### config.mk
export PLATFORM = sky130hd
export DESIGN_NAME = gnn_ctrl
export DESIGN_NICKNAME = d
export VERILOG_FILES = /design/src/logic/gnn_pkg.sv /design/src/logic/gnn_ctrl.sv
export SDC_FILE = /design/constraint.sdc
export NUM_CORES = 1
export LEC_CHECK = 0
export ABC_CLOCK_PERIOD_IN_PS = 1960
export BUFFER_PORTS_ARGS = -buffer_cell sky130_fd_sc_hd__buf_2
export CORE_MARGIN = 3
export CORE_UTILIZATION = 42
export DETAILED_ROUTE_END_ITERATION = 10
export PLACE_DENSITY = 0.76
export SLEW_MARGIN = 40
export SYNTH_ARGS = -nofsm -noshare
export SYNTH_HDL_FRONTEND = slang
export SYNTH_SLANG_ARGS = --single-unit
### constraint.sdc
create_clock -name clk -period 1.96 [get_ports clk]
set_input_delay 0.294 -clock clk [delete_from_list [all_inputs] [get_ports clk]]
set_output_delay 0.294 -clock clk [all_outputs]
set_load 0.1 [all_outputs]
### src/logic/gnn_pkg.sv
/*
  Shared widths, types and packet formats for the GNN layer engine.
  Every RTL block imports this package inside its body.
*/
`default_nettype none

package gnn_pkg;

    // engine sizing
    localparam int NUM_EDGE_PE = 2;
    localparam int NUM_NODES   = 16;
    localparam int MAX_DEG     = 4;
    localparam int FEAT_W      = 16;
    // four 16-bit features summed
    localparam int ACC_W       = 19;
    localparam int WEIGHT_W    = 8;
    localparam int FRAC_BITS   = 4;
    localparam int PROD_W      = ACC_W + WEIGHT_W;
    // saturation ceiling of a result
    localparam int FEAT_MAX    = 2 ** (FEAT_W - 1) - 1;

    // apb register offsets
    localparam logic [7:0] ADDR_CTRL   = 8'h00;
    localparam logic [7:0] ADDR_WEIGHT = 8'h04;
    localparam logic [7:0] ADDR_COUNT  = 8'h08;

    typedef logic        [$clog2(NUM_NODES)-1:0] node_id_t;
    typedef logic        [2:0]                   deg_t;
    typedef logic signed [FEAT_W-1:0]            feat_t;
    typedef logic signed [ACC_W-1:0]             acc_t;
    typedef logic signed [WEIGHT_W-1:0]          weight_t;
    typedef logic signed [PROD_W-1:0]            prod_t;

    // codes follow paddr[7:6] of the memory windows
    typedef enum logic [1:0] {
        RGN_FEAT = 2'b01,
        RGN_ADJ  = 2'b10,
        RGN_RES  = 2'b11
    } mem_region_t;

    // degree in the top bits, neighbor 3 down to neighbor 0 below
    typedef struct packed {
        deg_t                   deg;
        node_id_t [MAX_DEG-1:0] nbr;
    } adj_entry_t;

    typedef struct packed {
        logic     valid;
        node_id_t node;
    } edge_task_t;

    typedef struct packed {
        logic     valid;
        logic     adj;
        node_id_t node;
    } mem_rd_req_t;

    // adjacency entry or sign-extended feature
    typedef struct packed {
        logic             valid;
        logic [ACC_W-1:0] data;
    } mem_rd_rsp_t;

    typedef struct packed {
        logic     valid;
        node_id_t node;
        acc_t     sum;
    } wb_pkt_t;

    typedef struct packed {
        logic             wr;
        mem_region_t      region;
        node_id_t         node;
        logic [ACC_W-1:0] data;
    } host_mem_t;

endpackage

`default_nettype wire

### src/logic/gnn_ctrl.sv
/*
  APB slave, control registers and node dispatcher of the GNN engine.
  Memory windows pass through to graph_mem; a run hands node ids to idle edge PEs.
*/
`timescale 1ns/1ps
`default_nettype none

module gnn_ctrl (
    input  wire                                            clk,
    input  wire                                            rst_n,
    input  wire                                            psel,
    input  wire                                            penable,
    input  wire                                            pwrite,
    input  wire  [7:0]                                     paddr,
    input  wire  [31:0]                                    pwdata,
    output logic [31:0]                                    prdata,
    output logic                                           pready,
    output logic                                           pslverr,
    input  wire  [gnn_pkg::ACC_W-1:0]                      host_rd_data,
    output gnn_pkg::host_mem_t                             host_mem,
    output gnn_pkg::weight_t                               weight,
    output gnn_pkg::edge_task_t [gnn_pkg::NUM_EDGE_PE-1:0] edge_task,
    input  wire  [gnn_pkg::NUM_EDGE_PE-1:0]                pe_idle,
    input  wire                                            vertex_busy
);
    import gnn_pkg::*;

    typedef enum logic {ST_IDLE, ST_RUN} state_t;

    state_t                 state;
    logic                   busy;
    logic                   done;
    logic                   start;
    logic                   all_sent;
    logic                   tasks_pending;
    logic                   pipe_empty;
    node_id_t               node_last;
    node_id_t               next_id;
    logic [NUM_EDGE_PE-1:0] give;
    logic                   setup;
    logic                   access;
    logic                   mem_hit;
    logic                   reg_hit;
    logic                   mem_sel_q;
    logic [31:0]            reg_rdata_q;

    assign setup   = psel && !penable;
    assign access  = psel && penable;
    // upper three quarters of the map are memory windows
    assign mem_hit = (paddr[7:6] != 2'b00);
    assign reg_hit = (paddr == ADDR_CTRL) || (paddr == ADDR_WEIGHT) || (paddr == ADDR_COUNT);
    assign busy    = (state == ST_RUN);
    assign start   = access && pwrite && (paddr == ADDR_CTRL) && pwdata[0] && !busy;

    // zero wait states always
    assign pready  = 1'b1;
    // result window is read-only and closed while running
    assign pslverr = access && (mem_hit ? ((paddr[7:6] == RGN_RES) && (pwrite || busy))
                                        : !reg_hit);

    // address from setup on so the registered read lands in the access phase
    always_comb begin
        host_mem.wr     = access && pwrite && mem_hit && !busy && (paddr[7:6] != RGN_RES);
        host_mem.region = mem_region_t'(paddr[7:6]);
        host_mem.node   = node_id_t'(paddr[5:2]);
        host_mem.data   = pwdata[ACC_W-1:0];
    end

    assign prdata = mem_sel_q ? {{(32 - ACC_W){1'b0}}, host_rd_data} : reg_rdata_q;

    always_ff @(posedge clk or negedge rst_n) begin
        if (!rst_n) begin
            weight      <= '0;
            node_last   <= '0;
            mem_sel_q   <= 1'b0;
            reg_rdata_q <= '0;
        end else begin
            // capture register read data in setup
            if (setup) begin
                mem_sel_q <= mem_hit;
                case (paddr)
                    ADDR_CTRL:   reg_rdata_q <= {29'b0, done, busy, 1'b0};
                    ADDR_WEIGHT: reg_rdata_q <= 32'(weight);
                    ADDR_COUNT:  reg_rdata_q <= 32'(node_last);
                    default:     reg_rdata_q <= '0;
                endcase
            end
            // settings frozen during a run
            if (access && pwrite && !busy) begin
                if (paddr == ADDR_WEIGHT) weight <= weight_t'(pwdata[WEIGHT_W-1:0]);
                if (paddr == ADDR_COUNT) node_last <= node_id_t'(pwdata[3:0]);
            end
        end
    end

    // next id goes to the lowest idle PE without a queued task
    always_comb begin
        give          = '0;
        tasks_pending = 1'b0;
        for (int i = NUM_EDGE_PE - 1; i >= 0; i--) begin
            tasks_pending = tasks_pending || edge_task[i].valid;
            if (busy && !all_sent && !edge_task[i].valid && pe_idle[i]) begin
                give    = '0;
                give[i] = 1'b1;
            end
        end
    end

    // nothing left anywhere
    assign pipe_empty = all_sent && !tasks_pending && (&pe_idle) && !vertex_busy;

    always_ff @(posedge clk or negedge rst_n) begin
        if (!rst_n) begin
            state     <= ST_IDLE;
            done      <= 1'b0;
            all_sent  <= 1'b0;
            next_id   <= '0;
            edge_task <= '0;
        end else begin
            // a task drops once its PE takes it
            for (int i = 0; i < NUM_EDGE_PE; i++) begin
                if (give[i]) begin
                    edge_task[i] <= '{valid: 1'b1, node: next_id};
                end else if (edge_task[i].valid && pe_idle[i]) begin
                    edge_task[i].valid <= 1'b0;
                end
            end
            if (|give) begin
                if (next_id == node_last) all_sent <= 1'b1;
                else next_id <= next_id + 1'b1;
            end
            case (state)
                ST_IDLE: if (start) begin
                    state    <= ST_RUN;
                    done     <= 1'b0;
                    all_sent <= 1'b0;
                    next_id  <= '0;
                end
                ST_RUN: if (pipe_empty) begin
                    state <= ST_IDLE;
                    done  <= 1'b1;
                end
                default: state <= ST_IDLE;
            endcase
        end
    end

endmodule

`default_nettype wire

==> impl_metrics.py <==
metrics = {
    "run_status": {
        "status": "finished, final reports clean",
    },
    "final_layout": {
        "syn_to_final_growth_pct": 30.8,
        "final_cell_mix": "buf_2 (94), dfrtp_1 (38), nand2_1 (37), mux2_2 (27), buf_12 (13)",
        "fin_nets": 361,
        "layout-drive-gt1-share_pct": 53.1,
        "nFillCells": 405,
        "n_antenna_cell": 0,
        "mostFrequentLayoutCell": "buf_2",
    },
    "sta": {
        "slew_violations": 0,
        "setup_violations": 0,
        "final.period_utilization_pct": 92.1,
        "fin_crit_ns": 1.80,
        "rsz0062_at_grt": "no",
        "skew_ns": 0.0105,
        "tightest_slew_ns": 0.587,
        "finalHoldViolations": 0,
        "finalWorstSetupSlack_ns": 0.155,
        "clock.fmax_ghz": 0.554,
        "relSlewSlack_pct": 60.9,
    },
    "critical_path": {
        "required_ns": 1.67,
        "r2r_start": "busy",
        "critPathCapture": "host_mem[25]",
        "cp-start-kind": "flip-flop",
        "cp.arrival_ns": 1.51,
        "reg2reg_to": "weight[3]",
        "reg2reg_depth": 3,
        "critPathMaxFanout": 7,
        "cp-end-kind": "output port",
        "r2r_slack_ns": 0.36,
        "crit_path_start": "busy",
        "setup.worst_path.class": "reg2out",
    },
    "logic_synthesis": {
        "netlist.area_leader.share_pct": 43.2,
        "synth_top_family_by_area": "multiplexers",
        "ys_warn_count": 0,
        "synth_area_per_cell_um2": 10.3,
        "yosys-top-cells-area": "dfrtp_1 (43%), mux2_2 (14%), buf_4 (13%)",
        "yosys.area_share.simple_pct": 15.9,
        "syn_nets": 281,
        "synth_mux_area_share_pct": 16.5,
        "syn_inst": 213,
        "syn-cell-area_um2": 2200,
        "synthAdderAreaFrac_pct": 0.568,
        "synth_xor_area_share_pct": 1.99,
        "yosysTopAreaCell": "dfrtp_1",
        "synth_compound_area_share_pct": 7.38,
        "ys_seq_area_share_pct": 43.2,
        "synth-seq-cells": 38,
        "synth_cell_types": 33,
    },
    "floorplan": {
        "coreArea_um2": 4880,
        "die_width_um": 78.4,
        "rows": 25,
        "die_y_um": 78.4,
        "io_pins": 145,
        "start_util_pct": 45.2,
        "die-area_um2": 6150,
    },
    "power": {
        "p_int_uw": 1260,
        "combPwrFrac_pct": 35.0,
        "p_per_area_nw_per_um2": 726,
        "switching_share_pct": 39.6,
        "p_seq_share_pct": 38.0,
        "power_frac_clock_pct": 27.0,
        "p_switching_uw": 828,
        "ir_worst_vdd_mv": 0.508,
        "total_leakage_power_uw": 0.00161,
        "finalPower_uw": 2090,
    },
    "clock_network": {
        "clock_latency_ns": 0.30,
        "ctsHtreeMaxLevel": 2,
        "cts.sink_count": 38,
        "cts-resized-gates": 0,
        "cts_tree": "done",
        "cts_root_buf": "clkbuf_8",
        "clkTransAtPathRegs_ns": 0.08,
        "cts_setup_buffers": 0,
        "cts_max_path_buffers": 2,
        "cts_hold_buf": 0,
        "numCtsBuffers": 5,
    },
    "global_route": {
        "grt_max_degree": 39,
        "grt_pass1_wl_um": 7940,
        "grt.overflow.total": 0,
        "gr-usage-all-layers_pct": 16.5,
        "grt_pass1_vias": 1671,
        "grt_antenna_before_repair": 0,
    },
    "routing": {
        "first_iter_violations": 25,
        "drt-wirelength-per-cell_um": 14.3,
        "ant_nets": 0,
        "routed_wl_um": 5150,
        "drc": 0,
        "first_pass_iters": 4,
        "vias_per_cell": 4.91,
        "vias": 1772,
    },
    "placed_design": {
        "dpl_worst_slack_ns": 0.189,
        "port_buffers": 108,
        "place_hpwl_um": 4180,
        "place.gp.congestion": 0.736,
    },
    "run": {
        "cap_violations": 0,
    },
    "worst_hold_path": {
        "hold_class": "in2reg",
    },
}
power by group through the flow:
stage / Clock [uW] / Combinational (uW) / Sequential (uW)
4_1_cts: 574 / 735 / 796
2_1_floorplan: 0 / 615 / 829
5_1_grt: 598 / 760 / 797
3_5_place_dp: 0 / 734 / 811
6_report: 564 / 732 / 796
3_3_place_gp: 0 / 728 / 811
worst min-delay path by stage:
stage	from	to	depth (start not counted)
global placement	rst_n	edge_task[3]	1
CTS	rst_n	edge_task[8]	1
global route	pe_idle[1]	edge_task[9]	2
detailed placement	rst_n	edge_task[3]	1
finish	pe_idle[1]	edge_task[9]	2
floorplan	rst_n	all_sent	0
cell families after synthesis:
kind of cell / Yosys count
and+or+nand+nor: 66
adders and majority gates: 1
other: 1
muxes: 33
DFF: 38
buffers and inverters: 46
AOI/OAI and AO/OA: 23
xor gates and xnor gates: 5
cells in the mapped netlist:
| master | instances |
|---|---|
| and2_1 | 2 |
| mux2_2 | 27 |
| a22oi_1 | 2 |
| a22o_1 | 4 |
| nor2b_1 | 4 |
| nor3b_1 | 2 |
| xor2_1 | 5 |
| a21oi_1 | 3 |
| inv_1 | 4 |
| conb_1 | 1 |
| nand3_1 | 2 |
| and4b_1 | 1 |
| and2b_1 | 1 |
| nor3b_4 | 1 |
| mux2i_1 | 6 |
| nand4_2 | 1 |
| a32o_1 | 1 |
| nor3_1 | 2 |
| dfrtp_1 | 38 |
| o21ai_0 | 5 |
| o211ai_1 | 2 |
| nor4_4 | 1 |
| a21bo_2 | 1 |
| a21boi_0 | 1 |
| ha_1 | 1 |
| nand2_1 | 37 |
| nor2_1 | 5 |
| nand2b_1 | 4 |
| nand4_1 | 2 |
| buf_4 | 38 |
| o31ai_1 | 4 |
| nor4_2 | 1 |
| clkbuf_1 | 4 |
metrics by stage:
stage	hold slack, ns	cell area (um^2)	cells	utilization (%)	setup TNS (ns)
2_1_floorplan	-0.00159	2240	213	-	-0.465
3_3_place_gp	0.432	2780	352	56.9	0
3_5_place_dp	0.445	2780	352	56.9	0
4_1_cts	0.124	2870	360	58.8	0
5_1_grt	0.196	2880	361	59.1	0
6_report	0.178	2880	361	59.1	0
layer usage:
metal	up-vias	global-route usage (%)	wire, um
met2	86	29.8	2570
met3	9	5.16	483
li1	848	-	-
met1	829	18.0	2000
met4	0	6.29	89
met5	-	0	0
registers in the layout (all words and copies together), names as in the netlist:
name,cells
all_sent,1
next_id,4
busy,1
node_last,4
reg_rdata_q,8
weight,8
edge_task,10
done,1
mem_sel_q,1
critical path, stage by stage, from the launching register on:
cell	delay [ns]
dfrtp_1	0.45
and4b_1	0.38
and2_1	0.20
buf_12	0.18
final cells by class:
type / count / area [um^2] / area share (%)
Clock buffer: 6 / 82.6 / 2.86
Sequential cell: 38 / 951 / 33.0
Multi-Input combinational cell: 129 / 941 / 32.6
Tap cell: 67 / 83.8 / 2.91
Inverter: 4 / 18.8 / 0.651
Clock inverter: 2 / 12.5 / 0.434
Timing Repair Buffer: 115 / 793 / 27.5
Note: power is estimated with default switching activity, not from simulation.
