`src/logic/gnn_pkg.sv`:
```
/*
  Shared widths, types and packet formats for the GNN layer engine.
  Every RTL block imports this package inside its body.
*/
`default_nettype none

package gnn_pkg;

    // engine sizing
    localparam int NUM_EDGE_PE = 2;
    localparam int NUM_NODES   = 16;
    localparam int MAX_DEG     = 4;
    localparam int FEAT_W      = 16;
    // four 16-bit features summed
    localparam int ACC_W       = 19;
    localparam int WEIGHT_W    = 8;
    localparam int FRAC_BITS   = 4;
    localparam int PROD_W      = ACC_W + WEIGHT_W;
    // saturation ceiling of a result
    localparam int FEAT_MAX    = 2 ** (FEAT_W - 1) - 1;

    // apb register offsets
    localparam logic [7:0] ADDR_CTRL   = 8'h00;
    localparam logic [7:0] ADDR_WEIGHT = 8'h04;
    localparam logic [7:0] ADDR_COUNT  = 8'h08;

    typedef logic        [$clog2(NUM_NODES)-1:0] node_id_t;
    typedef logic        [2:0]                   deg_t;
    typedef logic signed [FEAT_W-1:0]            feat_t;
    typedef logic signed [ACC_W-1:0]             acc_t;
    typedef logic signed [WEIGHT_W-1:0]          weight_t;
    typedef logic signed [PROD_W-1:0]            prod_t;

    // codes follow paddr[7:6] of the memory windows
    typedef enum logic [1:0] {
        RGN_FEAT = 2'b01,
        RGN_ADJ  = 2'b10,
        RGN_RES  = 2'b11
    } mem_region_t;

    // degree in the top bits, neighbor 3 down to neighbor 0 below
    typedef struct packed {
        deg_t                   deg;
        node_id_t [MAX_DEG-1:0] nbr;
    } adj_entry_t;

    typedef struct packed {
        logic     valid;
        node_id_t node;
    } edge_task_t;

    typedef struct packed {
        logic     valid;
        logic     adj;
        node_id_t node;
    } mem_rd_req_t;

    // adjacency entry or sign-extended feature
    typedef struct packed {
        logic             valid;
        logic [ACC_W-1:0] data;
    } mem_rd_rsp_t;

    typedef struct packed {
        logic     valid;
        node_id_t node;
        acc_t     sum;
    } wb_pkt_t;

    typedef struct packed {
        logic             wr;
        mem_region_t      region;
        node_id_t         node;
        logic [ACC_W-1:0] data;
    } host_mem_t;

endpackage

`default_nettype wire

```
`src/logic/vertex_pe.sv`:
```
/*
  Vertex processing element, a two-stage pipeline that never stalls.
  Scales a sum by the weight, applies ReLU and saturates into the result region.
*/
`timescale 1ns/1ps
`default_nettype none

module vertex_pe (
    input  wire                     clk,
    input  wire                     rst_n,
    input  wire gnn_pkg::wb_pkt_t   wb_in,
    input  wire gnn_pkg::weight_t   weight,
    output gnn_pkg::wb_pkt_t        result_wr,
    output logic                    busy
);
    import gnn_pkg::*;

    logic     s1_valid;
    node_id_t s1_node;
    prod_t    s1_prod;
    prod_t    scaled;
    feat_t    clipped;
    logic     s2_valid;
    node_id_t s2_node;
    feat_t    s2_val;

    // stage 1 full signed product
    always_ff @(posedge clk) begin
        s1_node <= wb_in.node;
        s1_prod <= $signed(wb_in.sum) * $signed(weight);
    end

    // drop the fraction bits, then relu and clamp
    always_comb begin
        scaled = s1_prod >>> FRAC_BITS;
        if (scaled < 0) begin
            clipped = '0;
        end else if (scaled > FEAT_MAX) begin
            clipped = feat_t'(FEAT_MAX);
        end else begin
            clipped = feat_t'(scaled);
        end
    end

    // stage 2 result
    always_ff @(posedge clk) begin
        s2_node <= s1_node;
        s2_val  <= clipped;
    end

    always_ff @(posedge clk or negedge rst_n) begin
        if (!rst_n) begin
            s1_valid <= 1'b0;
            s2_valid <= 1'b0;
        end else begin
            s1_valid <= wb_in.valid;
            s2_valid <= s1_valid;
        end
    end

    assign result_wr = '{valid: s2_valid, node: s2_node, sum: acc_t'(s2_val)};
    assign busy      = s1_valid || s2_valid;

endmodule

`default_nettype wire

```
`config.mk`:
```
export PLATFORM = sky130hd
export DESIGN_NAME = vertex_pe
export DESIGN_NICKNAME = d
export VERILOG_FILES = /design/src/logic/gnn_pkg.sv /design/src/logic/vertex_pe.sv
export SDC_FILE = /design/constraint.sdc
export NUM_CORES = 1
export LEC_CHECK = 0
export ABC_AREA = 1
export BUFFER_PORTS_ARGS = -buffer_cell sky130_fd_sc_hd__buf_2
export CORE_MARGIN = 2
export CORE_UTILIZATION = 63
export CTS_CLUSTER_SIZE = 8
export DETAILED_ROUTE_END_ITERATION = 10
export HOLD_SLACK_MARGIN = 0.02
export PLACE_DENSITY_LB_ADDON = 0.08
export SETUP_SLACK_MARGIN = 0.15
export SKIP_LAST_GASP = 1
export SYNTH_ARGS = -nofsm -noshare
export SYNTH_HDL_FRONTEND = slang
export SYNTH_SLANG_ARGS = --single-unit
```
`constraint.sdc`:
```
create_clock -name clk -period 1.55 [get_ports clk]
set_input_delay 0.0775 -clock clk [delete_from_list [all_inputs] [get_ports clk]]
set_output_delay 0.0775 -clock clk [all_outputs]
set_load 0.01 [all_outputs]
```
==> results of run 1 <==
cells by family after synthesis:
| kind of cell | after synthesis | share of synthesized area |
|---|---|---|
| adders and majority gates | 170 | 0.412 |
| xor gates and xnor gates | 12 | 0.0143 |
| AOI/OAI and AO/OA | 41 | 0.0313 |
| other | 1 | 0.000510 |
| and+or+nand+nor | 366 | 0.208 |
| DFF | 49 | 0.135 |
| buffers and inverters | 387 | 0.200 |
worst reg2reg max path, stage by stage (launching register included):
cell and delay [ps]:
dfxtp_1 310, nor2_1 180, nand2_1 130, nor4_4 130
buf_4 250, a21oi_1 110
path summary, 6_finish.rpt:
kind | startpoint | endpoint | slack, ps
min in group clk | s1_node[1] | s2_node[1] | 330
hold reg to reg | s1_node[1] | s2_node[1] | 330
hold / removal | rst_n | s1_valid | 130
setup reg to reg | s1_prod[23] | s2_val[8] | 310
max in group asynchronous | rst_n | s2_valid | 1330
setup / recovery | weight[7] | s1_prod[22] | -2100
per-stage QoR:
stage               total power, uW  utilization  TNS (ps)  std cells
floorplan                     13100            -    -40290       1026
global placement              16900        0.775    -47670       1272
detailed placement            17200        0.775    -48710       1272
CTS                           19700        0.838    -39330       1298
global route                  23300        0.860    -43210       1300
finish                        21600        0.860    -41100       1300
synthesized netlist by cell type:
| library cell | n |
|---|---|
| a21oi_1 | 30 |
| o21bai_1 | 1 |
| inv_2 | 1 |
| o21bai_2 | 1 |
| nand4_1 | 8 |
| fa_1 | 120 |
| or2_1 | 1 |
| xor2_1 | 8 |
| nor2_4 | 1 |
| nand3_1 | 24 |
| clkinv_1 | 1 |
| o211ai_1 | 1 |
| ha_1 | 50 |
| nand2_1 | 268 |
| inv_1 | 347 |
| nand3b_1 | 2 |
| a31o_2 | 1 |
| clkbuf_1 | 28 |
| nand2_2 | 7 |
| and2_2 | 1 |
| buf_1 | 5 |
| o21ai_0 | 4 |
| a21oi_2 | 2 |
| nor3_2 | 2 |
| or2_2 | 3 |
| nor2_1 | 40 |
| nor2_2 | 5 |
| buf_2 | 1 |
| dfrtp_1 | 2 |
| dfxtp_1 | 47 |
| a21o_1 | 1 |
| conb_1 | 1 |
| nand3_2 | 2 |
| and2_1 | 1 |
| nor4_4 | 1 |
| xnor2_1 | 4 |
| buf_4 | 4 |
state kept, by name, summed over array words and instances, names as in the netlist:
signal,cells
s1_prod,23
s2_val,16
s1_node,4
s2_node,4
s1_valid,1
s2_valid,1
area by class of cell:
class | count | area [um^2]
clock buffer | 5 | 125
tap | 143 | 179
clock inverter | 3 | 26.3
timing repair buffer | 161 | 1360
inverter | 349 | 1330
multi-input combinational | 590 | 5810
sequential | 49 | 991
fill | 643 | 1600
power by group through the flow:
stage | Clock, uW | Sequential [uW] | Combinational, uW
finish | 1130 | 2160 | 18300
global route | 1170 | 2190 | 20000
CTS | 1090 | 2130 | 16500
detailed placement | 0 | 2150 | 15100
global placement | 0 | 2140 | 14800
floorplan | 0 | 2210 | 10900
per-layer routing:
layer	track usage	vias to the layer above
li1	-	3108
met1	0.347	3198
met2	0.622	296
met3	0.0437	74
met4	0.0959	0
met5	0	-
timing repair:
action / 4_1_cts / 5_1_grt
gates cloned: 3 / 0
endpoints found under the hold margin: 7 / 0
hold buffers: 6 / 0
pin swaps: 60 / 39
endpoints found under the setup margin: 23 / 23
resized for setup: 114 / 74
buffers inserted: 9 / 2
==> impl_results.md, run 1 <==
* Number of synthesized register bits at between 40 and 50
* Worst VDD drop at roughly 1.6 mV
* # setup viols final at 23
* WP buf/inv at 7
* Logic pwr share at 0.848
* First-pass GRT wire length at between 30000 and 40000 um
* Crit path time final at 3650 ps
* Max frequency at between 200 and 300 MHz
* Slew headroom at 0.641
* Clk buf depth at 2
* Synthesized area per cell at 7.17 um^2
* R2R depth at 5
* Clk slew on worst S/H paths at 70 ps
* Sw power at about 11000 uW
* Worst EP arrival at approximately 3800 ps
* Crit path max fanout at 4
* Gr ovfl total at 0
* Critical Path RT at approximately 1700 ps
* Gpl congestion at 0.886
* Synth warnings at 0
* Post-place instance area at about 9000 um^2
* CTS Buf Count at 5
* Layout cells sized above 1 at 0.335
* Via-to-Cell Ratio at 5.14
* I/O Buffers at a little under 60
* IO Count at 59
* Max-cap violations at 0
* Total Nets Final at between 1000 and 1500
* RSZ-0062 raised after global routing: true
* Seq/Total Area, Yosys at 0.135
* Failing checks: negative setup slack
* Most common cell after layout, fill and taps aside: inv_1
* Initial cell density of the core at 0.644
* Switching Share at 0.513
* Dpl ws at -2470 ps
* Sink Count at 49
* CTS HTree Levels at 2
* Most frequent cells in the layout: inv_1 (295), nand2_1 (204), fa_1 (109)
* Endpoints failing hold at 0
* Placed wire-length estimate at 13800 um
* Initial antenna violation count at 0
* Share of the synthesized area in the top cell type at 0.327
* Routed length per instance at about 15 um
* Layout Skew at around 9 ps
* Critical Path Sink Type: flip-flop
* Worst Hold Margin at between 100 and 150 ps
* Clock share of power at 0.052
* Crit-path leading delay family: adder cells
* Critical path depth at 20
* Pwr dens at 2200 nW/um^2
* Antenna diodes at 0
* Crit path max-delay cell type: fa_1
* Max Used Layer: met4
* CP Launch Type: input port
* Slowest cell delay on critical path at 560 ps
* Largest area contributor in the netlist: fa_1
* Fin crit share at 2.35
* Chip width at around 110 um
* Syn Nets at 1230
* Top area cells in the synthesized netlist: fa_1 (33%), inv_1 (18%), nand2_1 (14%)
* Clock root cell: clkbuf_16
* Worst-margin pin slew at about 540 ps
* Core footprint at ~11000 um^2
* Die height at around 110 um
* Met2 wire length at 10800 um
* Vias in the first global route at between 7000 and 8000
* Met3 wire len at around 1200 um
* Total track usage at 0.315
* Post-synthesis instance total at about 1000
* Worst hold path type: input port to async pin
* 1st-iter DRT viols at slightly below 400
* Layout Area Growth over Synthesis at 33.6%
* Residual DRC count at 0
* Crit-path cells: buf_8, clkinv_8, bufbuf_16, nor2_4, fa_1, fa_1, fa_1, inv_1, fa_1, inv_2, ha_4, nand2_4, inv_4, nand2_2, nand2_2, inv_1, nand2_1, nand2_1, nand4_1, nand2_1
* CTS tree: done
* First-pass DRT Iterations at 5
* Critical path class: input port to flip-flop
* Internal at 10500 uW
* Met1 wire length at between 7000 and 8000 um
* Most Frequent Cell on Critical Path: fa_1
* Antenna-violating nets left at 0
* Synth unique cells at 37
* Final worst setup slack at -2100 ps
* Cell row count at 39
* Die area at about 13000 um^2
* Clock Latency Late Sink at approximately 290 ps
* Synthesized area at between 7000 and 8000 um^2
* Sequential Power Share at 0.100
* Largest net degree at the start of global routing at 18
* Leakage power at around 0.0057 uW
* Design area at about 10000 um^2
* Status: finished with violations
* Routed via count at 6676
* Final WL at 19900 um
* Final max-slew violation count at 0
No activity file was read; power rests on OpenSTA's default activity.
==> inputs of run 2 (changes only) <==
CORE_MARGIN = default   (was 2)
clock period = 4.1 ns   (was 1.55 ns; I/O delays follow)
==> run 2 against run 1 <==
The flow finishes with violations (design-rule violations). Clock power fell by 63%. Global-route usage fell by 2.9 points. Core utilization fell by 10 points. Critical path type unchanged. Largest cell class unchanged.
==> impl_results.md, run 2 (synthesized netlist as in run 1, its figures left out) <==
* CTS Buf Count at 5 (unchanged)
* Sw power at 3280 uW (-70%)
* Final WL at 16100 um (-19%)
* Critical Path Sink Type: flip-flop
* Layout Skew at 6.14 ps (-2.90 ps)
* Routed length per instance at 12.7 um (-17%)
* Via-to-Cell Ratio at 4.87 (-5.2%)
* CP Launch Type: input port
* Reg-to-Reg End: s2_val[13]
* Sink Count at 49 (unchanged)
* Critical path class: input port to flip-flop
* First-pass DRT Iterations at 8 (+3)
* Antenna diodes at 0 (unchanged)
* Vias in the first global route at 6262 (-14%)
* Worst Hold Margin at 237 ps (+111 ps)
* Dpl ws at -248 ps (+2230 ps)
* Cell row count at 39 (unchanged)
* Status: finished with violations
* Top reg by flops: s1_prod
* Routed via count at 6150 (-7.9%)
* Total Nets Final at 1323 (-2.7%)
* Final worst setup slack at 258 ps (+2360 ps)
* Crit path max fanout at 6 (+2)
* Logic pwr share at 0.814 (-0.034)
* Antenna-violating nets left at 0 (unchanged)
* Crit path max-delay cell type: fa_1
* Most Frequent Cell on Critical Path: fa_1
* Fin util at 0.760 (-0.0998)
* Failing checks: design-rule violations
* Internal at 3300 uW (-69%)
* Clk buf depth at 2 (unchanged)
* Slowest cell delay on critical path at 550 ps (about the same)
* Multi-input logic area at 5190 um^2 (-11%)
* Reg area at 991 um^2 (unchanged)
* Core footprint at 11400 um^2 (unchanged)
* Gpl congestion at 0.897 (+1.2%)
* Die area at 12100 um^2 (-3.5%)
* Most common cell after layout, fill and taps aside: inv_1
* Worst VDD drop at 0.578 mV (-64%)
* 1st-iter DRT viols at 352 (-8.6%)
* Crit path time final at ~3800 ps
* Max-cap violations at 0 (unchanged)
* Fin crit share at 0.937
* Slew headroom at 0.502 (-0.139)
* Largest register FFs at 23 (unchanged)
* Residual DRC count at 2 (+2)
* Largest regs: s1_prod x23, s2_val x16
* Gr ovfl total at 0 (unchanged)
* Pwr dens at 759 nW/um^2 (-65%)
* Layout Area Growth over Synthesis at 18.1%
* Worst R2R Start: s1_prod[25]
* Crit-path cells: buf_2, inv_4, clkbuf_16, nor2_1, fa_1, fa_1, fa_1, inv_1, fa_1, inv_1, ha_1, nand2_1, inv_1, nand2_1, nor2_2, nand3_1, nand4_1, nand2_1
* Filler Cells Inserted at 921 (+43%)
* R2R depth at 4 (-1)
* Most frequent cells in the layout: inv_1 (342), nand2_1 (259), fa_1 (119)
* WP buf/inv at 6 (-1)
* Initial cell density of the core at 0.644 (unchanged)
* First-pass GRT wire length at 26600 um (-16%)
* Total track usage at 0.285 (-0.0293)
* Initial antenna violation count at 0 (unchanged)
* Max frequency at about 260 MHz
* Chip width at 110 um (-1.8%)
* Worst-margin pin slew at 741 ps (+204 ps)
* Clock root cell: clkbuf_16
* Die height at 110 um (-1.8%)
* Critical Path RT at 4290 ps (+2560 ps)
* I/O Buffers at 58 (unchanged)
* Layout cells sized above 1 at 0.184 (-0.151)
* Endpoints failing hold at 0 (unchanged)
* Placed wire-length estimate at 13000 um (-6.3%)
* CTS tree: done
* R2R setup slack at 2680 ps (+2370 ps)
* Largest net degree at the start of global routing at 18 (unchanged)
* RSZ-0062 raised after global routing: true
* Clock Latency Late Sink at 290 ps (about the same)
* Crit-path leading delay family: adder cells
* IO Count at 59 (unchanged)
* Final max-slew violation count at 0 (unchanged)
* Worst hold path type: input port to async pin
* # setup viols final at 0 (-100%)
* Clock share of power at 0.064 (+0.012)
* Worst EP arrival at 4030 ps (+200 ps)
* Switching Share at 0.499 (-0.0150)
* Sequential Power Share at 0.122 (+0.022)
* Leakage power at 0.00539 uW (-6.1%)
* Clk slew on worst S/H paths at 60 ps (about the same)
* CTS HTree Levels at 2 (unchanged)
run 2: changes by cell type in the layout (fill, tap and decap cells not counted), sizes merged:
cell,delta
buf,-37
bufbuf,-1
clkbuf,+1
clkinv,-1
inv,+1
run 2: how the worst max path moves through the flow:
| stage | start | to | slack, ps | cells after the start |
|---|---|---|---|---|
| finish | weight[7] | s1_prod[24] | 260 | 18 |
| global route | weight[7] | s1_prod[26] | 80 | 21 |
| CTS | weight[7] | s1_prod[26] | 120 | 21 |
| detailed placement | weight[7] | s1_prod[26] | -250 | 21 |
| global placement | weight[7] | s1_prod[26] | -250 | 21 |
| floorplan | weight[0] | s1_prod[26] | 150 | 20 |
run 2: worst reg2reg max path, cell delays in order (launching register included):
cell and delay, ps:
dfxtp_1 300, nor2_1 150, nand2_1 110, nor4_4 570
a21oi_1 150
run 2: power groups by stage:
stage,Clock [uW],Sequential [uW],Combinational (uW)
global placement,0,813,4580
global route,447,831,6040
finish,419,806,5360
detailed placement,0,817,4670
CTS,418,808,4770
floorplan,0,835,3080
run 2: per-layer routing:
metal	vias to the layer above	GRT usage	wire length, um
li1	3027	-	-
met1	2922	0.321	6450
met2	165	0.566	8530
met3	36	0.0347	708
met4	0	0.0638	402
met5	-	0	0
run 2: cell type report:
| cell class | instances | share of cell area |
|---|---|---|
| Clock inverter | 3 | 0.00303 |
| Timing Repair Buffer | 124 | 0.0987 |
| Sequential cell | 49 | 0.114 |
| Inverter | 349 | 0.151 |
| Tap cell | 143 | 0.0206 |
| Clock buffer | 5 | 0.0144 |
| Multi-Input combinational cell | 590 | 0.598 |
run 2: metrics by stage:
| stage | TNS, ps | cells | power [uW] | cell area [um^2] |
|---|---|---|---|---|
| floorplan | 0 | 1026 | 3920 | 7390 |
| global placement | -1140 | 1247 | 5390 | 8140 |
| detailed placement | -1820 | 1247 | 5490 | 8140 |
| CTS | 0 | 1261 | 6000 | 8380 |
| global route | 0 | 1263 | 7320 | 8680 |
| finish | 0 | 1263 | 6590 | 8680 |
run 2: what timing repair did:
item / in CTS / in global routing
hold buffers: 6 / 0
setup buffers: 0 / 1
endpoints found under the setup margin: 4 / 17
gates cloned: 0 / 1
endpoints found under the hold margin: 7 / 0
pin swaps: 0 / 24
resized for setup: 3 / 69
==> inputs of run 3 (changes only) <==
CORE_UTILIZATION = 61   (was 63)
==> run 3 against run 2 <==
The flow still finishes with violations (design-rule violations). Setup slack gained 61 ps. Clock power is 2% lower. Combinational power fell by 1%. Final area unchanged. Fmax rose by 1.6%. Non-clock buffer count fell by 6. Critical path type unchanged. Critical endpoint is now s1_prod[21].
==> impl_results.md, run 3 (synthesized netlist as in run 1, its figures left out) <==
* Status: finished with violations
* Failing checks: design-rule violations
* CTS Buf Count at 5 (unchanged)
* Layout Area Growth over Synthesis at 18.1% (unchanged)
* Endpoints failing hold at 0 (unchanged)
* Antenna-violating nets left at 0 (unchanged)
* IO Count at 59 (unchanged)
* Most common cell after layout, fill and taps aside: inv_1
* Critical path class: input port to flip-flop
* Leakage power at 0.00537 uW (-0.29%)
* Crit-path leading delay family: adder cells
* Clk slew on worst S/H paths at 70 ps (about the same)
* Vias in the first global route at 6181 (-1.3%)
* Max-cap violations at 0 (unchanged)
* Total Nets Final at 1317 (-0.45%)
* Worst Hold Margin at 26.1 ps (-211 ps)
* Clock root cell: clkbuf_16
* Layout cells sized above 1 at 0.183 (-0.000805)
* Hold depth at 1
* Worst-margin pin slew at 749 ps (+7.34 ps)
* Slew headroom at 0.497 (-0.00493)
* Gpl congestion at 0.837 (-6.6%)
* Layout Skew at 7.07 ps (+0.927 ps)
* R2R depth at 4 (unchanged)
* Cells after DPL at 1242 (-0.40%)
* Non-filler instance count after layout at 1257 (-0.48%)
* Worst hold path type: input port to flip-flop
* Crit path max-delay cell type: fa_1
* First-pass DRT Iterations at 10 (+2)
* Crit-path cells: buf_4, inv_4, buf_12, nor2_2, fa_1, fa_1, fa_1, inv_1, fa_1, inv_1, ha_2, nand2_2, nor2_2, and2_1, nand4_1, nand4_1, nand2_1
* Final max-slew violation count at 0 (unchanged)
* Gr ovfl total at 0 (unchanged)
* # setup viols final at 0 (unchanged)
* Sum Neg Setup Slack at 0 ps (unchanged)
* I/O Buffers at 58 (unchanged)
* Placed wire-length estimate at 12900 um (-0.63%)
* Initial cell density of the core at 0.636 (-0.00815)
* Critical Path Sink Type: flip-flop
* Sink Count at 49 (unchanged)
* Residual DRC count at 7 (+5)
* Worst VDD drop at 0.407 mV (-30%)
* Via-to-Cell Ratio at 4.76 (-2.2%)
* Routed via count at 5989 (-2.6%)
* Crit path max fanout at 6 (unchanged)
* Clk buf depth at 2 (unchanged)
* CTS tree: done
* RSZ-0062 raised after global routing: false
* Critical Path RT at 4280 ps (about the same)
* Critical path depth at 17 (-1)
* CTS HTree Levels at 2 (unchanged)
* Largest regs: s1_prod x23, s2_val x16
* Pwr dens at 751 nW/um^2 (-0.97%)
* Core footprint at 11600 um^2 (+1.3%)
* Top reg by flops: s1_prod
* Routed length per instance at 12.4 um (-2.9%)
* Most Frequent Cell on Critical Path: fa_1
* Met3 Resource Use GR at 0.0250 (-0.00964)
* GR Util met1 at 0.316 (-0.00577)
* Total track usage at 0.265 (-0.0202)
* Max frequency at 264 MHz (+1.6%)
* Cell row count at 39 (unchanged)
* Die area at 12500 um^2 (+3.2%)
* Filler Cells Inserted at 923 (+0.22%)
* Clock Latency Late Sink at 290 ps (about the same)
* Fin crit share at 0.922 (-0.0148)
* Die height at 112 um (+1.6%)
* Grt peak-use layer: met2
* First-pass GRT wire length at 26600 um (-0.11%)
* WP buf/inv at 5 (-1)
* Antenna diodes at 0 (unchanged)
* Worst EP arrival at 3960 ps (-70 ps)
* Chip width at 112 um (+1.6%)
* CP Launch Type: input port
* Initial antenna violation count at 0 (unchanged)
* Final WL at 15500 um (-3.4%)
* Largest net degree at the start of global routing at 19 (+1)
* Slowest cell delay on critical path at 550 ps (about the same)
* Largest register FFs at 23 (unchanged)
* Crit path time final at 3780 ps (-60.6 ps)
* 1st-iter DRT viols at 285 (-19%)
* Met2 Track Usage GR at 0.508 (-0.0580)
* Most frequent cells in the layout: inv_1 (342), nand2_1 (259), fa_1 (119)
==> run 3: layout make-up <==
cell class	instances	area (um^2)	area share
sequential	49	991	0.114
clock buffer	5	125	0.0144
inverter	349	1320	0.151
multi-input combinational	590	5220	0.602
timing repair buffer	118	823	0.0948
tap	143	179	0.0206
clock inverter	3	26.3	0.00303
==> run 3: path summary, 6_finish.rpt <==
check	endpoint	slack [ps]	startpoint
setup / recovery	s1_prod[21]	320	weight[7]
hold / removal	s1_valid	30	wb_in[23]
setup reg to reg	s2_val[5]	2670	s1_prod[23]
hold reg to reg	s2_node[1]	330	s1_node[1]
max in group asynchronous	s2_valid	3770	rst_n
min in group asynchronous	s1_valid	240	rst_n
==> run 3: metal layers <==
layer	routed length, um	share of wire
met1	6460	0.42
met2	8160	0.52
met3	561	0.036
met4	353	0.023
met5	0	0
==> run 3: what timing repair did <==
action | CTS | global route
cloned | 0 | 1
gates resized for setup | 7 | 74
pin swaps | 1 | 23
setup buffers | 0 | 1
endpoints found under the setup margin | 4 | 18
endpoints found under the hold margin | 6 | 0
hold buffers | 5 | 0
==> run 3: stage by stage <==
step | worst slack [ps] | total power (uW) | cell area (um^2) | utilization
floorplan | 152 | 3920 | 7390 | -
global placement | -286 | 5300 | 8100 | 0.701
detailed placement | -257 | 5360 | 8100 | 0.701
CTS | 130 | 5880 | 8340 | 0.721
global route | 140 | 7260 | 8680 | 0.751
finish | 318 | 6520 | 8680 | 0.751
==> run 3: power breakdown <==
group	internal, uW	leakage [uW]	switching [uW]
registers	726	0.000420	83.5
clock network	230	0.0000680	182
logic	2330	0.00489	2970
total	3290	0.00537	3240
