<file path="config.mk">
export PLATFORM = sky130hd
export DESIGN_NAME = edge_pe
export DESIGN_NICKNAME = d
export VERILOG_FILES = /design/src/logic/gnn_pkg.sv /design/src/logic/edge_pe.sv
export SDC_FILE = /design/constraint.sdc
export NUM_CORES = 1
export LEC_CHECK = 0
export BUFFER_PORTS_ARGS = -buffer_cell sky130_fd_sc_hd__buf_2
export CAP_MARGIN = 30
export CORE_MARGIN = 5
export CORE_UTILIZATION = 59
export DETAILED_ROUTE_END_ITERATION = 8
export PLACE_DENSITY = 0.86
export SYNTH_ARGS = -nofsm -noshare
export SYNTH_HDL_FRONTEND = slang
export SYNTH_SLANG_ARGS = --single-unit
export TNS_END_PERCENT = 50
</file>
<file path="constraint.sdc">
create_clock -name clk -period 4.7 [get_ports clk]
set_clock_uncertainty 0.15 [all_clocks]
set_input_delay 0.705 -clock clk [delete_from_list [all_inputs] [get_ports clk]]
set_output_delay 0.705 -clock clk [all_outputs]
set_load 0.005 [all_outputs]
</file>
<file path="src/logic/gnn_pkg.sv">
/*
  Shared widths, types and packet formats for the GNN layer engine.
  Every RTL block imports this package inside its body.
*/
`default_nettype none

package gnn_pkg;

    // engine sizing
    localparam int NUM_EDGE_PE = 2;
    localparam int NUM_NODES   = 16;
    localparam int MAX_DEG     = 4;
    localparam int FEAT_W      = 16;
    // four 16-bit features summed
    localparam int ACC_W       = 19;
    localparam int WEIGHT_W    = 8;
    localparam int FRAC_BITS   = 4;
    localparam int PROD_W      = ACC_W + WEIGHT_W;
    // saturation ceiling of a result
    localparam int FEAT_MAX    = 2 ** (FEAT_W - 1) - 1;

    // apb register offsets
    localparam logic [7:0] ADDR_CTRL   = 8'h00;
    localparam logic [7:0] ADDR_WEIGHT = 8'h04;
    localparam logic [7:0] ADDR_COUNT  = 8'h08;

    typedef logic        [$clog2(NUM_NODES)-1:0] node_id_t;
    typedef logic        [2:0]                   deg_t;
    typedef logic signed [FEAT_W-1:0]            feat_t;
    typedef logic signed [ACC_W-1:0]             acc_t;
    typedef logic signed [WEIGHT_W-1:0]          weight_t;
    typedef logic signed [PROD_W-1:0]            prod_t;

    // codes follow paddr[7:6] of the memory windows
    typedef enum logic [1:0] {
        RGN_FEAT = 2'b01,
        RGN_ADJ  = 2'b10,
        RGN_RES  = 2'b11
    } mem_region_t;

    // degree in the top bits, neighbor 3 down to neighbor 0 below
    typedef struct packed {
        deg_t                   deg;
        node_id_t [MAX_DEG-1:0] nbr;
    } adj_entry_t;

    typedef struct packed {
        logic     valid;
        node_id_t node;
    } edge_task_t;

    typedef struct packed {
        logic     valid;
        logic     adj;
        node_id_t node;
    } mem_rd_req_t;

    // adjacency entry or sign-extended feature
    typedef struct packed {
        logic             valid;
        logic [ACC_W-1:0] data;
    } mem_rd_rsp_t;

    typedef struct packed {
        logic     valid;
        node_id_t node;
        acc_t     sum;
    } wb_pkt_t;

    typedef struct packed {
        logic             wr;
        mem_region_t      region;
        node_id_t         node;
        logic [ACC_W-1:0] data;
    } host_mem_t;

endpackage

`default_nettype wire

</file>
<file path="src/logic/edge_pe.sv">
/*
  Edge processing element: sums the features of one node's neighbors.
  Reads the adjacency entry, then each neighbor, then offers the sum for write-back.
*/
`timescale 1ns/1ps
`default_nettype none

module edge_pe (
    input  wire                         clk,
    input  wire                         rst_n,
    input  wire gnn_pkg::edge_task_t    edge_task,
    output logic                        idle,
    output gnn_pkg::mem_rd_req_t        rd_req,
    input  wire                         rd_grant,
    input  wire gnn_pkg::mem_rd_rsp_t   rd_rsp,
    output gnn_pkg::wb_pkt_t            wb,
    input  wire                         wb_grant
);
    import gnn_pkg::*;

    typedef enum logic [2:0] {
        ST_IDLE,
        ST_FETCH_ADJ,
        ST_WAIT_ADJ,
        ST_FETCH_NBR,
        ST_WAIT_NBR,
        ST_WB
    } state_t;

    state_t     state;
    node_id_t   node;
    adj_entry_t adj;
    adj_entry_t rsp_adj;
    deg_t       nbr_idx;
    acc_t       acc;

    assign idle    = (state == ST_IDLE);
    assign rsp_adj = adj_entry_t'(rd_rsp.data);

    // request held steady in the fetch states until granted
    always_comb begin
        rd_req = '0;
        case (state)
            ST_FETCH_ADJ: rd_req = '{valid: 1'b1, adj: 1'b1, node: node};
            ST_FETCH_NBR: rd_req = '{valid: 1'b1, adj: 1'b0, node: adj.nbr[nbr_idx]};
            default:      rd_req = '0;
        endcase
    end

    assign wb = '{valid: (state == ST_WB), node: node, sum: acc};

    // node id and adjacency entry
    always_ff @(posedge clk) begin
        if (idle && edge_task.valid) node <= edge_task.node;
        if ((state == ST_WAIT_ADJ) && rd_rsp.valid) adj <= rsp_adj;
    end

    always_ff @(posedge clk or negedge rst_n) begin
        if (!rst_n) begin
            state   <= ST_IDLE;
            nbr_idx <= '0;
            acc     <= '0;
        end else begin
            case (state)
                ST_IDLE: if (edge_task.valid) begin
                    acc     <= '0;
                    nbr_idx <= '0;
                    state   <= ST_FETCH_ADJ;
                end
                ST_FETCH_ADJ: if (rd_grant) state <= ST_WAIT_ADJ;
                // degree 0 goes straight out with a zero sum
                ST_WAIT_ADJ: if (rd_rsp.valid) begin
                    state <= (rsp_adj.deg == '0) ? ST_WB : ST_FETCH_NBR;
                end
                ST_FETCH_NBR: if (rd_grant) state <= ST_WAIT_NBR;
                ST_WAIT_NBR: if (rd_rsp.valid) begin
                    acc <= acc + acc_t'(rd_rsp.data);
                    if (nbr_idx + 1'b1 == adj.deg) begin
                        state <= ST_WB;
                    end else begin
                        nbr_idx <= nbr_idx + 1'b1;
                        state   <= ST_FETCH_NBR;
                    end
                end
                ST_WB: if (wb_grant) state <= ST_IDLE;
                default: state <= ST_IDLE;
            endcase
        end
    end

endmodule

`default_nettype wire

</file>
==> results.md, run 1 <==
- Final setup viols: 0
- Clock tree sinks: 48
- Post-route clock period utilization: 61.65%
- Slew Limit Fails: 0
- Crit-path cells: buf_2 -> ha_1 -> fa_1 -> a21o_1 -> a221oi_2 -> o211a_1 -> nor3_1 -> or3_1 -> a32o_1
- Cts repair resizes: 0
- Post-Syn Area: 2935 um^2
- Worst path bufs/invs: 1
- Register area share after synthesis: roughly 45%
- First-pass GRT wire length: between 10000 and 15000 um
- DRC Markers: 0
- Setup crit start: rd_rsp[0]
- Worst min path class: input pin to async pin
- Minimum clock period: between 2 and 3 ns
- Nets@finish: just under 400
- Initial antenna violation count: 0
- Routed length per instance: roughly 17 um
- Synth area leader: edfxtp_1
- Leak Pwr: 1.518 nW
- CTS root buf: clkbuf_8
- Yosys cell types: 49
- CTS buffer count: 5
- FMAX: 0.3451 GHz
- Power per cell area: ~540 nW/um^2
- Critical path capture point type: flop
- Most frequent cell after synthesis: nand2_1
- Post-Layout Cell Count: between 400 and 500
- Die H: 80.54 um
- Top FF cell, synth: dfrtp_1
- Power consumption: 1.813 mW
- Initial cell density of the core: roughly three fifths
- Critical path's top delay family: compound AO/OA/AOI/OAI gates
- CP peak stage delay: 0.42 ns
- Core area: 4786 um^2
- Largest net degree at the start of global routing: 26
- CTS tree: done
- Least-Margin Pin Slew: roughly 0.76 ns
- First-pass detailed-route iteration total: 4
- Fin Setup TNS: 0 ns
- CTS Hold Bufs: 0
- Routed WL: 7142 um
- CTS max path bufs: 2
- Number of flops mapped to enable cells by yosys: 23
- Synth-to-Final Area Change: 14.79%
- Crit path DAT: 2.95 ns
- Initial DRC Count: around 150
- Final Hold Vio Count: 0
- Placed Instances: 406
- YS warnings: 0
- Area contributors post-synth: edfxtp_1, dfrtp_1, ha_1
- RSZ-0062 raised after global routing: false
- Post-DP HPWL: 5284 um
- Rows: 25
- Outcome: complete, no violations
- Vias: around 2600
- ANT cells: 0
- Startpoint types: input pin
- H-Tree Level Count: 2
- Fillers: 372
- Grt ovf: 0
- Worst-skew pair later-pin latency: 0.31 ns
- I/O Pins: 60
- Post-Syn Area per Cell: ~10 um^2
- Critical path peak fanout: 4
- Crit Path Class: input pin to flop
- Synth top area share: between 20% and 30%
- Mapped Nets: ~340
- Die area: between 6000 and 7000 um^2
- GRT Resource Usage Total: approximately a quarter
- Die Wd: 80.54 um
- Antenna Violating Nets Remaining: 0
- Req. time, crit path: between 4 and 5 ns
- Port Buffers: 59
- Seq cells post-synth: 48
- Reg2Reg Setup Slack: 1.89 ns
- Layout cell share with drive strength beyond 1: 22.19%
- Clk pin slew, worst setup/hold paths: approximately 0.090 ns
- Total of max-cap violations: 0
- Reg-to-Reg Start: acc[0]$_DFFE_PN0P_
- Async SR Flop Fraction: 52.08%
- Placer Congestion: roughly 0.90
- Routed vias/inst: approximately 6.2
- Critical path's slowest cell: fa_1
- Post-synth top cells: nand2_1, o21ai_0, dfrtp_1
- Post-CTS setup repair buffer count: 0
- Hold Slack: 0.2474 ns
- Vias in the first global route: between 2000 and 3000
- Max-Slew Margin vs Limit: 49.05%
- Maximum VDD drop: 0.2907 mV
- Post-Synthesis Cells: around 290
-- where the power goes --
group / total [mW] / switching [mW] / leakage [nW] / internal [mW]
clock network: 0.275 / 0.140 / 0.0515 / 0.135
logic: 0.856 / 0.483 / 0.919 / 0.374
registers: 0.681 / 0.123 / 0.548 / 0.558
-- cells by family (layout without fill, tap and decap cells) --
logic type,Yosys count,count (layout),share of synthesized area [%]
AOI/OAI and AO/OA,83,83,18.50
muxes,9,9,4.774
adders and majority gates,20,20,8.781
buffers and inverters,20,74,2.557
DFF,48,48,44.84
and+or+nand+nor,100,100,16.67
xor gates and xnor gates,13,13,3.879
-- area by class of cell --
cell class	count	area, um^2	area share, %
Multi-Input combinational cell	225	1544	45.82
Sequential cell	48	1316	39.06
Timing Repair Buffer	60	302.8	8.986
Clock buffer	8	100.1	2.971
Tap cell	67	83.83	2.488
Inverter	6	22.52	0.6684
-- worst register-to-register path, stage by stage, from the launching register on --
cell,delay (ns)
dfrtp_1,0.42
ha_1,0.23
fa_1,0.42
a21o_1,0.22
a221oi_2,0.38
o211a_1,0.27
nor3_1,0.07
or3_1,0.31
a32o_1,0.25
-- sequential cells by signal, summed over array words and instances, names as in the netlist --
signal	flops
state	3
nbr_idx	3
node	4
adj	19
acc	19
-- worst paths after layout --
path | to | depth (start not counted)
min in group clk | acc[4]$_DFFE_PN0P_ | 2
max in group asynchronous | acc[11]$_DFFE_PN0P_ | 1
min reg2reg | acc[4]$_DFFE_PN0P_ | 2
min | acc[12]$_DFFE_PN0P_ | 1
max reg2reg | acc[16]$_DFFE_PN0P_ | 8
max | acc[16]$_DFFE_PN0P_ | 9
-- through the flow --
step	setup slack (ns)	area (um^2)	utilization, %
floorplan	1.799	2935	-
global placement	1.537	3269	68.31
detailed placement	1.487	3269	68.31
CTS	1.826	3369	70.41
global route	1.687	3369	70.41
finish	1.803	3369	70.41
-- routing by layer --
layer | GRT usage, % | part of all wire [%] | vias to the layer above
met5 | 0 | 0 | -
met4 | 9.291 | 2.0 | 0
met3 | 5.157 | 6.2 | 14
met2 | 39.32 | 48 | 101
met1 | 29.66 | 44 | 1259
li1 | - | - | 1201
-- placed cells by master, fill, tap and decap left out, types with 3 or more instances in the layout --
| cell | instances |
|---|---|
| a211o_1 | 3 |
| a211oi_1 | 3 |
| a21o_1 | 5 |
| a21oi_1 | 20 |
| buf_2 | 59 |
| clkbuf_8 | 7 |
| dfrtp_1 | 25 |
| edfxtp_1 | 23 |
| ha_1 | 19 |
| inv_1 | 6 |
| mux2i_1 | 5 |
| mux4_2 | 4 |
| nand2_1 | 33 |
| nand3_1 | 11 |
| nand4_1 | 5 |
| nor2_1 | 20 |
| nor2b_1 | 4 |
| nor3_1 | 6 |
| nor3b_1 | 4 |
| o21a_1 | 4 |
| o21ai_0 | 26 |
| o31ai_1 | 3 |
| or3_1 | 4 |
| xnor2_1 | 7 |
| xor2_1 | 6 |
Note: power is estimated with default switching activity, not from simulation.
==> run 2, diff against run 1 <==
Settings changed: CORE_UTILIZATION 59 to 50, PLACE_DENSITY 0.86 to 0.78.
Clock period 4.7 ns to 2.5 ns, I/O delays scaled along.
==> run 2 against run 1 <==
Against the previous run: the run now ends with negative setup slack left; hold slack worse by 0.15 ns; register-to-register slack worse by 2.0 ns; combinational power increased by 120%; non-clock buffer count up 24; critical path type is now flop to flop; largest power group unchanged; highest routed layer unchanged.
==> results.md, run 2 (synthesis results as in run 1) <==
- Rows: 28 (+12%)
- Die H: 86.62 um (+7.6%)
- FF-to-FF path depth: 8 (unchanged)
- CTS max path bufs: 2 (unchanged)
- Psw: 1.470 mW (+97%)
- Pre-CTS setup slack: -0.1430 ns (-1.630 ns)
- Most frequent cells in the layout: buf_2, nand2_1, dfrtp_1
- Worst-skew pair later-pin latency: 0.30 ns (about the same)
- Clk pin slew, worst setup/hold paths: 0.09 ns (about the same)
- Crit path DAT: 2.61 ns (-0.34 ns)
- Startpoint types: flop
- Reg2Reg Setup Slack: -0.07 ns (-1.96 ns)
- Die Wd: 86.62 um (+7.6%)
- Met3 Track Usage GR: 2.662% (-2.5 points)
- Nets@finish: 419 (+6.1%)
- Least-Margin Pin Slew: 0.6181 ns (-0.1404 ns)
- Initial cell density of the core: 50.47% (-11 points)
- Flop pwr share: 33.9% (-3.7 points)
- Power consumption: 3.687 mW (+100%)
- Power per cell area: 1018 nW/um^2 (+89%)
- Crit Path Class: flop to flop
- Hold Path Origin: edge_task[0]
- CTS tree: done
- Grt met2 use: 35.95% (-3.4 points)
- Clock tree sinks: 48 (unchanged)
- ANT cells: 0 (unchanged)
- Core area: 5816 um^2 (+22%)
- Combinational Power Share: 50.9% (+3.6 points)
- Worst min path class: input pin to flop
- CTS root buf: clkbuf_8
- Routed vias/inst: 5.767 (-7.3%)
- Biggest regs: acc x19, adj x19, node x4
- GR Util met1: 26.27% (-3.4 points)
- Layout cell share with drive strength beyond 1: 29.11% (+6.9 points)
- Slew Limit Fails: 0 (unchanged)
- CTS buffer count: 5 (unchanged)
- Outcome: finished with violations
- Worst hold stages: 1
- Reg-to-reg endpoint: acc[16]$_DFFE_PN0P_
- GRT Resource Usage Total: 20.36% (-3.2 points)
- First-pass GRT wire length: 11980 um (+1.8%)
- FMAX: between 0.3 and 0.4 GHz
- H-Tree Level Count: 2 (unchanged)
- Grt ovf: 0 (unchanged)
- Failing checks: negative setup slack
- P_int: 2.218 mW (+110%)
- CP peak stage delay: 0.40 ns (-0.02 ns)
- Final worst slack: -0.07319 ns (-1.876 ns)
- Port Buffers: 59 (unchanged)
- Critical path's slowest cell: dfrtp_1
- Hold Slack: 0.09992 ns (-0.1475 ns)
- Fin Setup TNS: -0.08125 ns (-0.08125 ns)
- Synth-to-Final Area Change: 23.44%
- Vias: 2572 (-0.12%)
- Placer Congestion: 0.8754 (-2.3%)
- Crit-path cells: ha_2 -> fa_2 -> a21o_1 -> a221oi_2 -> o211a_1 -> nor3_1 -> or3_1 -> a32o_1
- Req. time, crit path: 2.54 ns (-2.22 ns)
- Routed length per instance: 16.78 um (-2.8%)
- Post-DP HPWL: 5659 um (+7.1%)
- Largest net degree at the start of global routing: 26 (unchanged)
- Clock share of power: 15.3% (about the same)
- Post-route clock period utilization: 102.9%
- Initial antenna violation count: 0 (unchanged)
- Global routing's busiest layer: met2
- Critical path peak fanout: 2 (-2)
- I/O Pins: 60 (unchanged)
- Initial DRC Count: 123 (-15%)
- Total of max-cap violations: 0 (unchanged)
- Leak Pwr: 1.644 nW (+8.3%)
- Sw Share: 39.85% (-1.3 points)
- Routed WL: 7482 um (+4.8%)
- Reg-to-Reg Start: acc[0]$_DFFE_PN0P_
- RSZ-0062 raised after global routing: true
- Max-Slew Margin vs Limit: 58.80% (+9.8 points)
- Min-Delay Endpoint: node[0]$_DFFE_PP_
- Minimum clock period: 2.573 ns
- Vias in the first global route: 2463 (-3.1%)
- Die area: 7503 um^2 (+16%)
- First-pass detailed-route iteration total: 4 (unchanged)
- Antenna Violating Nets Remaining: 0 (unchanged)
- Commonest non-fill, non-tap cell in the layout: buf_2
- Critical path capture point type: flop
- Final setup viols: 2 (+2)
- DRC Markers: 0 (unchanged)
- Final Hold Vio Count: 0 (unchanged)
- Maximum VDD drop: 0.5687 mV (+96%)
==> run 2: area by class of cell <==
type,instances,area [um^2]
clock inverter,3,42.54
fill,493,2192
inverter,6,22.52
timing repair buffer,84,501.7
multi-input combinational,225,1578
tap,75,93.84
sequential,48,1316
clock buffer,5,68.82
==> run 2: critical path, delay by kind of cell, from the launching register on <==
kind	cells	cell delay, ns
flip-flops	1	0.40
adder cells (fa/ha/maj)	2	0.54
AND/OR/NAND/NOR	2	0.39
AO/OA/AOI/OAI	4	0.97
==> run 2: repair_timing <==
action,in CTS,in global routing
pin swaps,1,7
resized for setup,0,11
setup endpoints to repair,1,8
endpoints found under the hold margin,25,0
setup buffers,0,3
hold buffers,1,0
==> run 2: power groups by stage <==
stage          clock, mW  sequential [mW]  combinational [mW]
2_1_floorplan          0             1.19                1.20
3_3_place_gp           0             1.25                1.75
3_5_place_dp           0             1.26                1.79
4_1_cts            0.573             1.25                1.80
5_1_grt            0.608             1.29                2.08
6_report           0.563             1.25                1.88
==> run 2: per-stage QoR <==
stage               util (%)  instance area (um^2)  instances
floorplan                  -                  2940        293
CTS                    61.36                  3568        443
detailed placement     59.27                  3447        434
global route           62.31                  3623        446
finish                 62.31                  3623        446
global placement       59.27                  3447        434
==> run 2: how the worst max path moves through the flow <==
stage	from	end	slack, ns	depth (start not counted)
final	acc[0]$_DFFE_PN0P_	acc[16]$_DFFE_PN0P_	-0.07	8
after global routing	acc[0]$_DFFE_PN0P_	acc[16]$_DFFE_PN0P_	-0.15	8
after CTS	acc[0]$_DFFE_PN0P_	acc[16]$_DFFE_PN0P_	-0.04	8
after detailed placement	rd_rsp[0]	acc[16]$_DFFE_PN0P_	-0.14	9
after global placement	rd_rsp[0]	acc[16]$_DFFE_PN0P_	-0.12	9
after floorplan	acc[0]$_DFFE_PN0P_	acc[16]$_DFFE_PN0P_	0.002	8
==> run 2: per-layer routing <==
metal,part of all wire (%),up-vias,routed length [um]
met5,0,-,0
met1,43,1244,3193
met3,5.9,4,445
met2,50,78,3767
li1,-,1246,-
met4,1.0,0,76
==> run 3, diff against run 2 <==
Settings changed: BUFFER_PORTS_ARGS -buffer_cell sky130_fd_sc_hd__buf_2 to not set, CORE_UTILIZATION 50 to 57, DONT_BUFFER_PORTS set to 1, PLACE_DENSITY 0.78 to 0.76.
==> run 3 against run 2 <==
Against the previous run: the run still ends with negative setup slack left; register-to-register slack better by 0.02 ns; combinational power is 16% lower; sequential share of layout area is 1.4 points higher; maximum frequency is 0.88% higher; core utilization is 6.8 points higher; design area is 3.8% lower; non-clock buffer count is 44 lower; clock power is 19% higher; clock-buffer cell count stayed put; wire length is 3.2% lower; sequential power hardly changed; worst setup slack better by 0.023 ns; critical path type unchanged.
==> results.md, run 3 (synthesis results as in run 1) <==
- Outcome: finished with violations
- Failing checks: negative setup slack
- Post-DP HPWL: 5199 um (-8.1%)
- Clock tree sinks: 48 (unchanged)
- Core area: 5042 um^2 (-13%)
- RSZ-0062 raised after global routing: true
- Total of max-cap violations: 0 (unchanged)
- Initial DRC Count: 118 (-4.1%)
- Power consumption: 3.529 mW (-4.3%)
- First-pass GRT wire length: 10940 um (-8.6%)
- Sw Share: 39.24% (-0.62 points)
- FF-to-FF path depth: 8 (unchanged)
- Worst min path class: input pin to flop
- Worst hold stages: 3 (+2)
- Biggest regs: acc x19, adj x19, node x4
- Critical path capture point type: flop
- Maximum VDD drop: 0.5381 mV (-5.4%)
- Rows: 26 (-7.1%)
- Post-route clock period utilization: 102.0% (-0.90 points)
- Final setup viols: 1 (-1)
- P_int: 2.144 mW (-3.3%)
- Initial cell density of the core: 58.21% (+7.7 points)
- Placer Congestion: 0.8544 (-2.4%)
- GRT Resource Usage Total: 21.79% (+1.4 points)
- Final Hold Vio Count: 0 (unchanged)
- Reg-to-reg endpoint: acc[16]$_DFFE_PN0P_
- CTS root buf: clkbuf_8
- Critical path peak fanout: 2 (unchanged)
- Routed WL: 7244 um (-3.2%)
- Grt ovf: 0 (unchanged)
- Die Wd: 81.76 um (-5.6%)
- DRC Markers: 0 (unchanged)
- Leak Pwr: 1.442 nW (-12%)
- Vias in the first global route: 2250 (-8.6%)
- Max-Slew Margin vs Limit: 70.16% (+11 points)
- Req. time, crit path: 2.54 ns (about the same)
- Reg-to-Reg Start: acc[0]$_DFFE_PN0P_
- CTS tree: done
- ANT cells: 0 (unchanged)
- Die H: 81.76 um (-5.6%)
- Least-Margin Pin Slew: 0.4476 ns (-0.1705 ns)
- Crit Path Class: flop to flop
- Reg2Reg Setup Slack: -0.05 ns (+0.02 ns)
- Antenna Violating Nets Remaining: 0 (unchanged)
- CTS max path bufs: 2 (unchanged)
- Commonest non-fill, non-tap cell in the layout: nand2_1
- Layout cell share with drive strength beyond 1: 11.01% (-18 points)
- Port Buffers: 0 (-100%)
- Psw: 1.385 mW (-5.8%)
- FMAX: 0.3921 GHz (+0.88%)
- First-pass detailed-route iteration total: 5 (+1)
- Vias: 2383 (-7.3%)
- Minimum clock period: 2.551 ns (-0.02256 ns)
- Final worst slack: -0.05063 ns (+0.02256 ns)
- Power per cell area: 1012 nW/um^2 (-0.51%)
- Die area: 6685 um^2 (-11%)
- Worst-skew pair later-pin latency: 0.30 ns (about the same)
- Startpoint types: flop
- Nets@finish: 375 (-11%)
- Fillers: 388 (-21%)
- Combinational Power Share: 44.7% (-6.2 points)
- Pre-CTS setup slack: -0.06105 ns (+0.08194 ns)
- H-Tree Level Count: 2 (unchanged)
- Routed length per instance: 18.25 um (+8.8%)
- I/O Pins: 60 (unchanged)
- Hold Path Origin: rd_grant
- Crit path DAT: 2.59 ns (-0.02 ns)
- Initial antenna violation count: 0 (unchanged)
- Largest net degree at the start of global routing: 26 (unchanged)
- Routed vias/inst: 6.003 (+4.1%)
- Min-Delay Endpoint: state[1]$_DFFE_PN0P_
- CTS buffer count: 5 (unchanged)
- Flop pwr share: 36.3% (+2.4 points)
- Clock share of power: 19.0% (+3.7 points)
- Clk pin slew, worst setup/hold paths: 0.09 ns (about the same)
- Most frequent cells in the layout: nand2_1, dfrtp_1, o21ai_0, dlygate4sd3_1, edfxtp_1
- Slew Limit Fails: 0 (unchanged)
- Synth-to-Final Area Change: 18.76%
run 3: final cells by class:
cell class                      count  area, um^2  area share (%)
Clock buffer                        5       68.82           1.974
Inverter                            6       22.52          0.6461
Multi-Input combinational cell    225        1549           44.44
Clock inverter                      3       68.82           1.974
Sequential cell                    48        1316           37.76
Tap cell                           70       87.58           2.513
Timing Repair Buffer               40       372.9           10.70
run 3: power by group through the flow:
stage	clock, mW	sequential (mW)	combinational (mW)
final	0.672	1.28	1.58
after global routing	0.730	1.32	1.74
after CTS	0.692	1.29	1.52
after detailed placement	0	1.31	1.47
after global placement	0	1.29	1.44
after floorplan	0	1.19	1.20
run 3: worst max-delay path: stages, from the launching register on:
cell	delay (ns)
dfrtp_1	0.40
ha_2	0.19
fa_2	0.34
a21o_1	0.21
a221oi_2	0.30
o211a_1	0.22
nor3_1	0.07
or3_1	0.31
a32o_1	0.25
run 3: layer usage:
layer	up-vias	GRT usage [%]	share of wire, %
met4	0	7.143	2.1
li1	1158	-	-
met2	99	37.24	50
met3	15	5.482	7.6
met1	1111	26.88	41
met5	-	0	0
run 3: worst max path at each step:
stage                                   from                   to  depth (start not counted)
final                     acc[0]$_DFFE_PN0P_  acc[16]$_DFFE_PN0P_                          8
after global routing      acc[0]$_DFFE_PN0P_  acc[16]$_DFFE_PN0P_                          8
after CTS                 acc[0]$_DFFE_PN0P_  acc[16]$_DFFE_PN0P_                          8
after detailed placement  acc[0]$_DFFE_PN0P_  acc[16]$_DFFE_PN0P_                          8
after global placement             rd_rsp[0]  acc[16]$_DFFE_PN0P_                          8
after floorplan           acc[0]$_DFFE_PN0P_  acc[16]$_DFFE_PN0P_                          8
run 3: through the flow:
stage	setup TNS, ns	util [%]	instances	hold slack, ns	instance area [um^2]
after global routing	-0.1796	69.13	397	0.1151	3486
final	-0.05063	69.13	397	0.1106	3486
after global placement	-0.01523	60.79	361	-0.06956	3065
after CTS	-0.04049	66.20	382	0.00005002	3338
after floorplan	0	-	293	-0.07059	2940
after detailed placement	-0.06105	60.79	361	-0.06972	3065
run 3: what timing repair did:
item,4_1_cts,5_1_grt
pin swaps,3,3
gates resized for setup,0,2
endpoints found under the hold margin,34,14
setup buffers,2,1
setup endpoints to repair,1,5
hold buffers,11,14
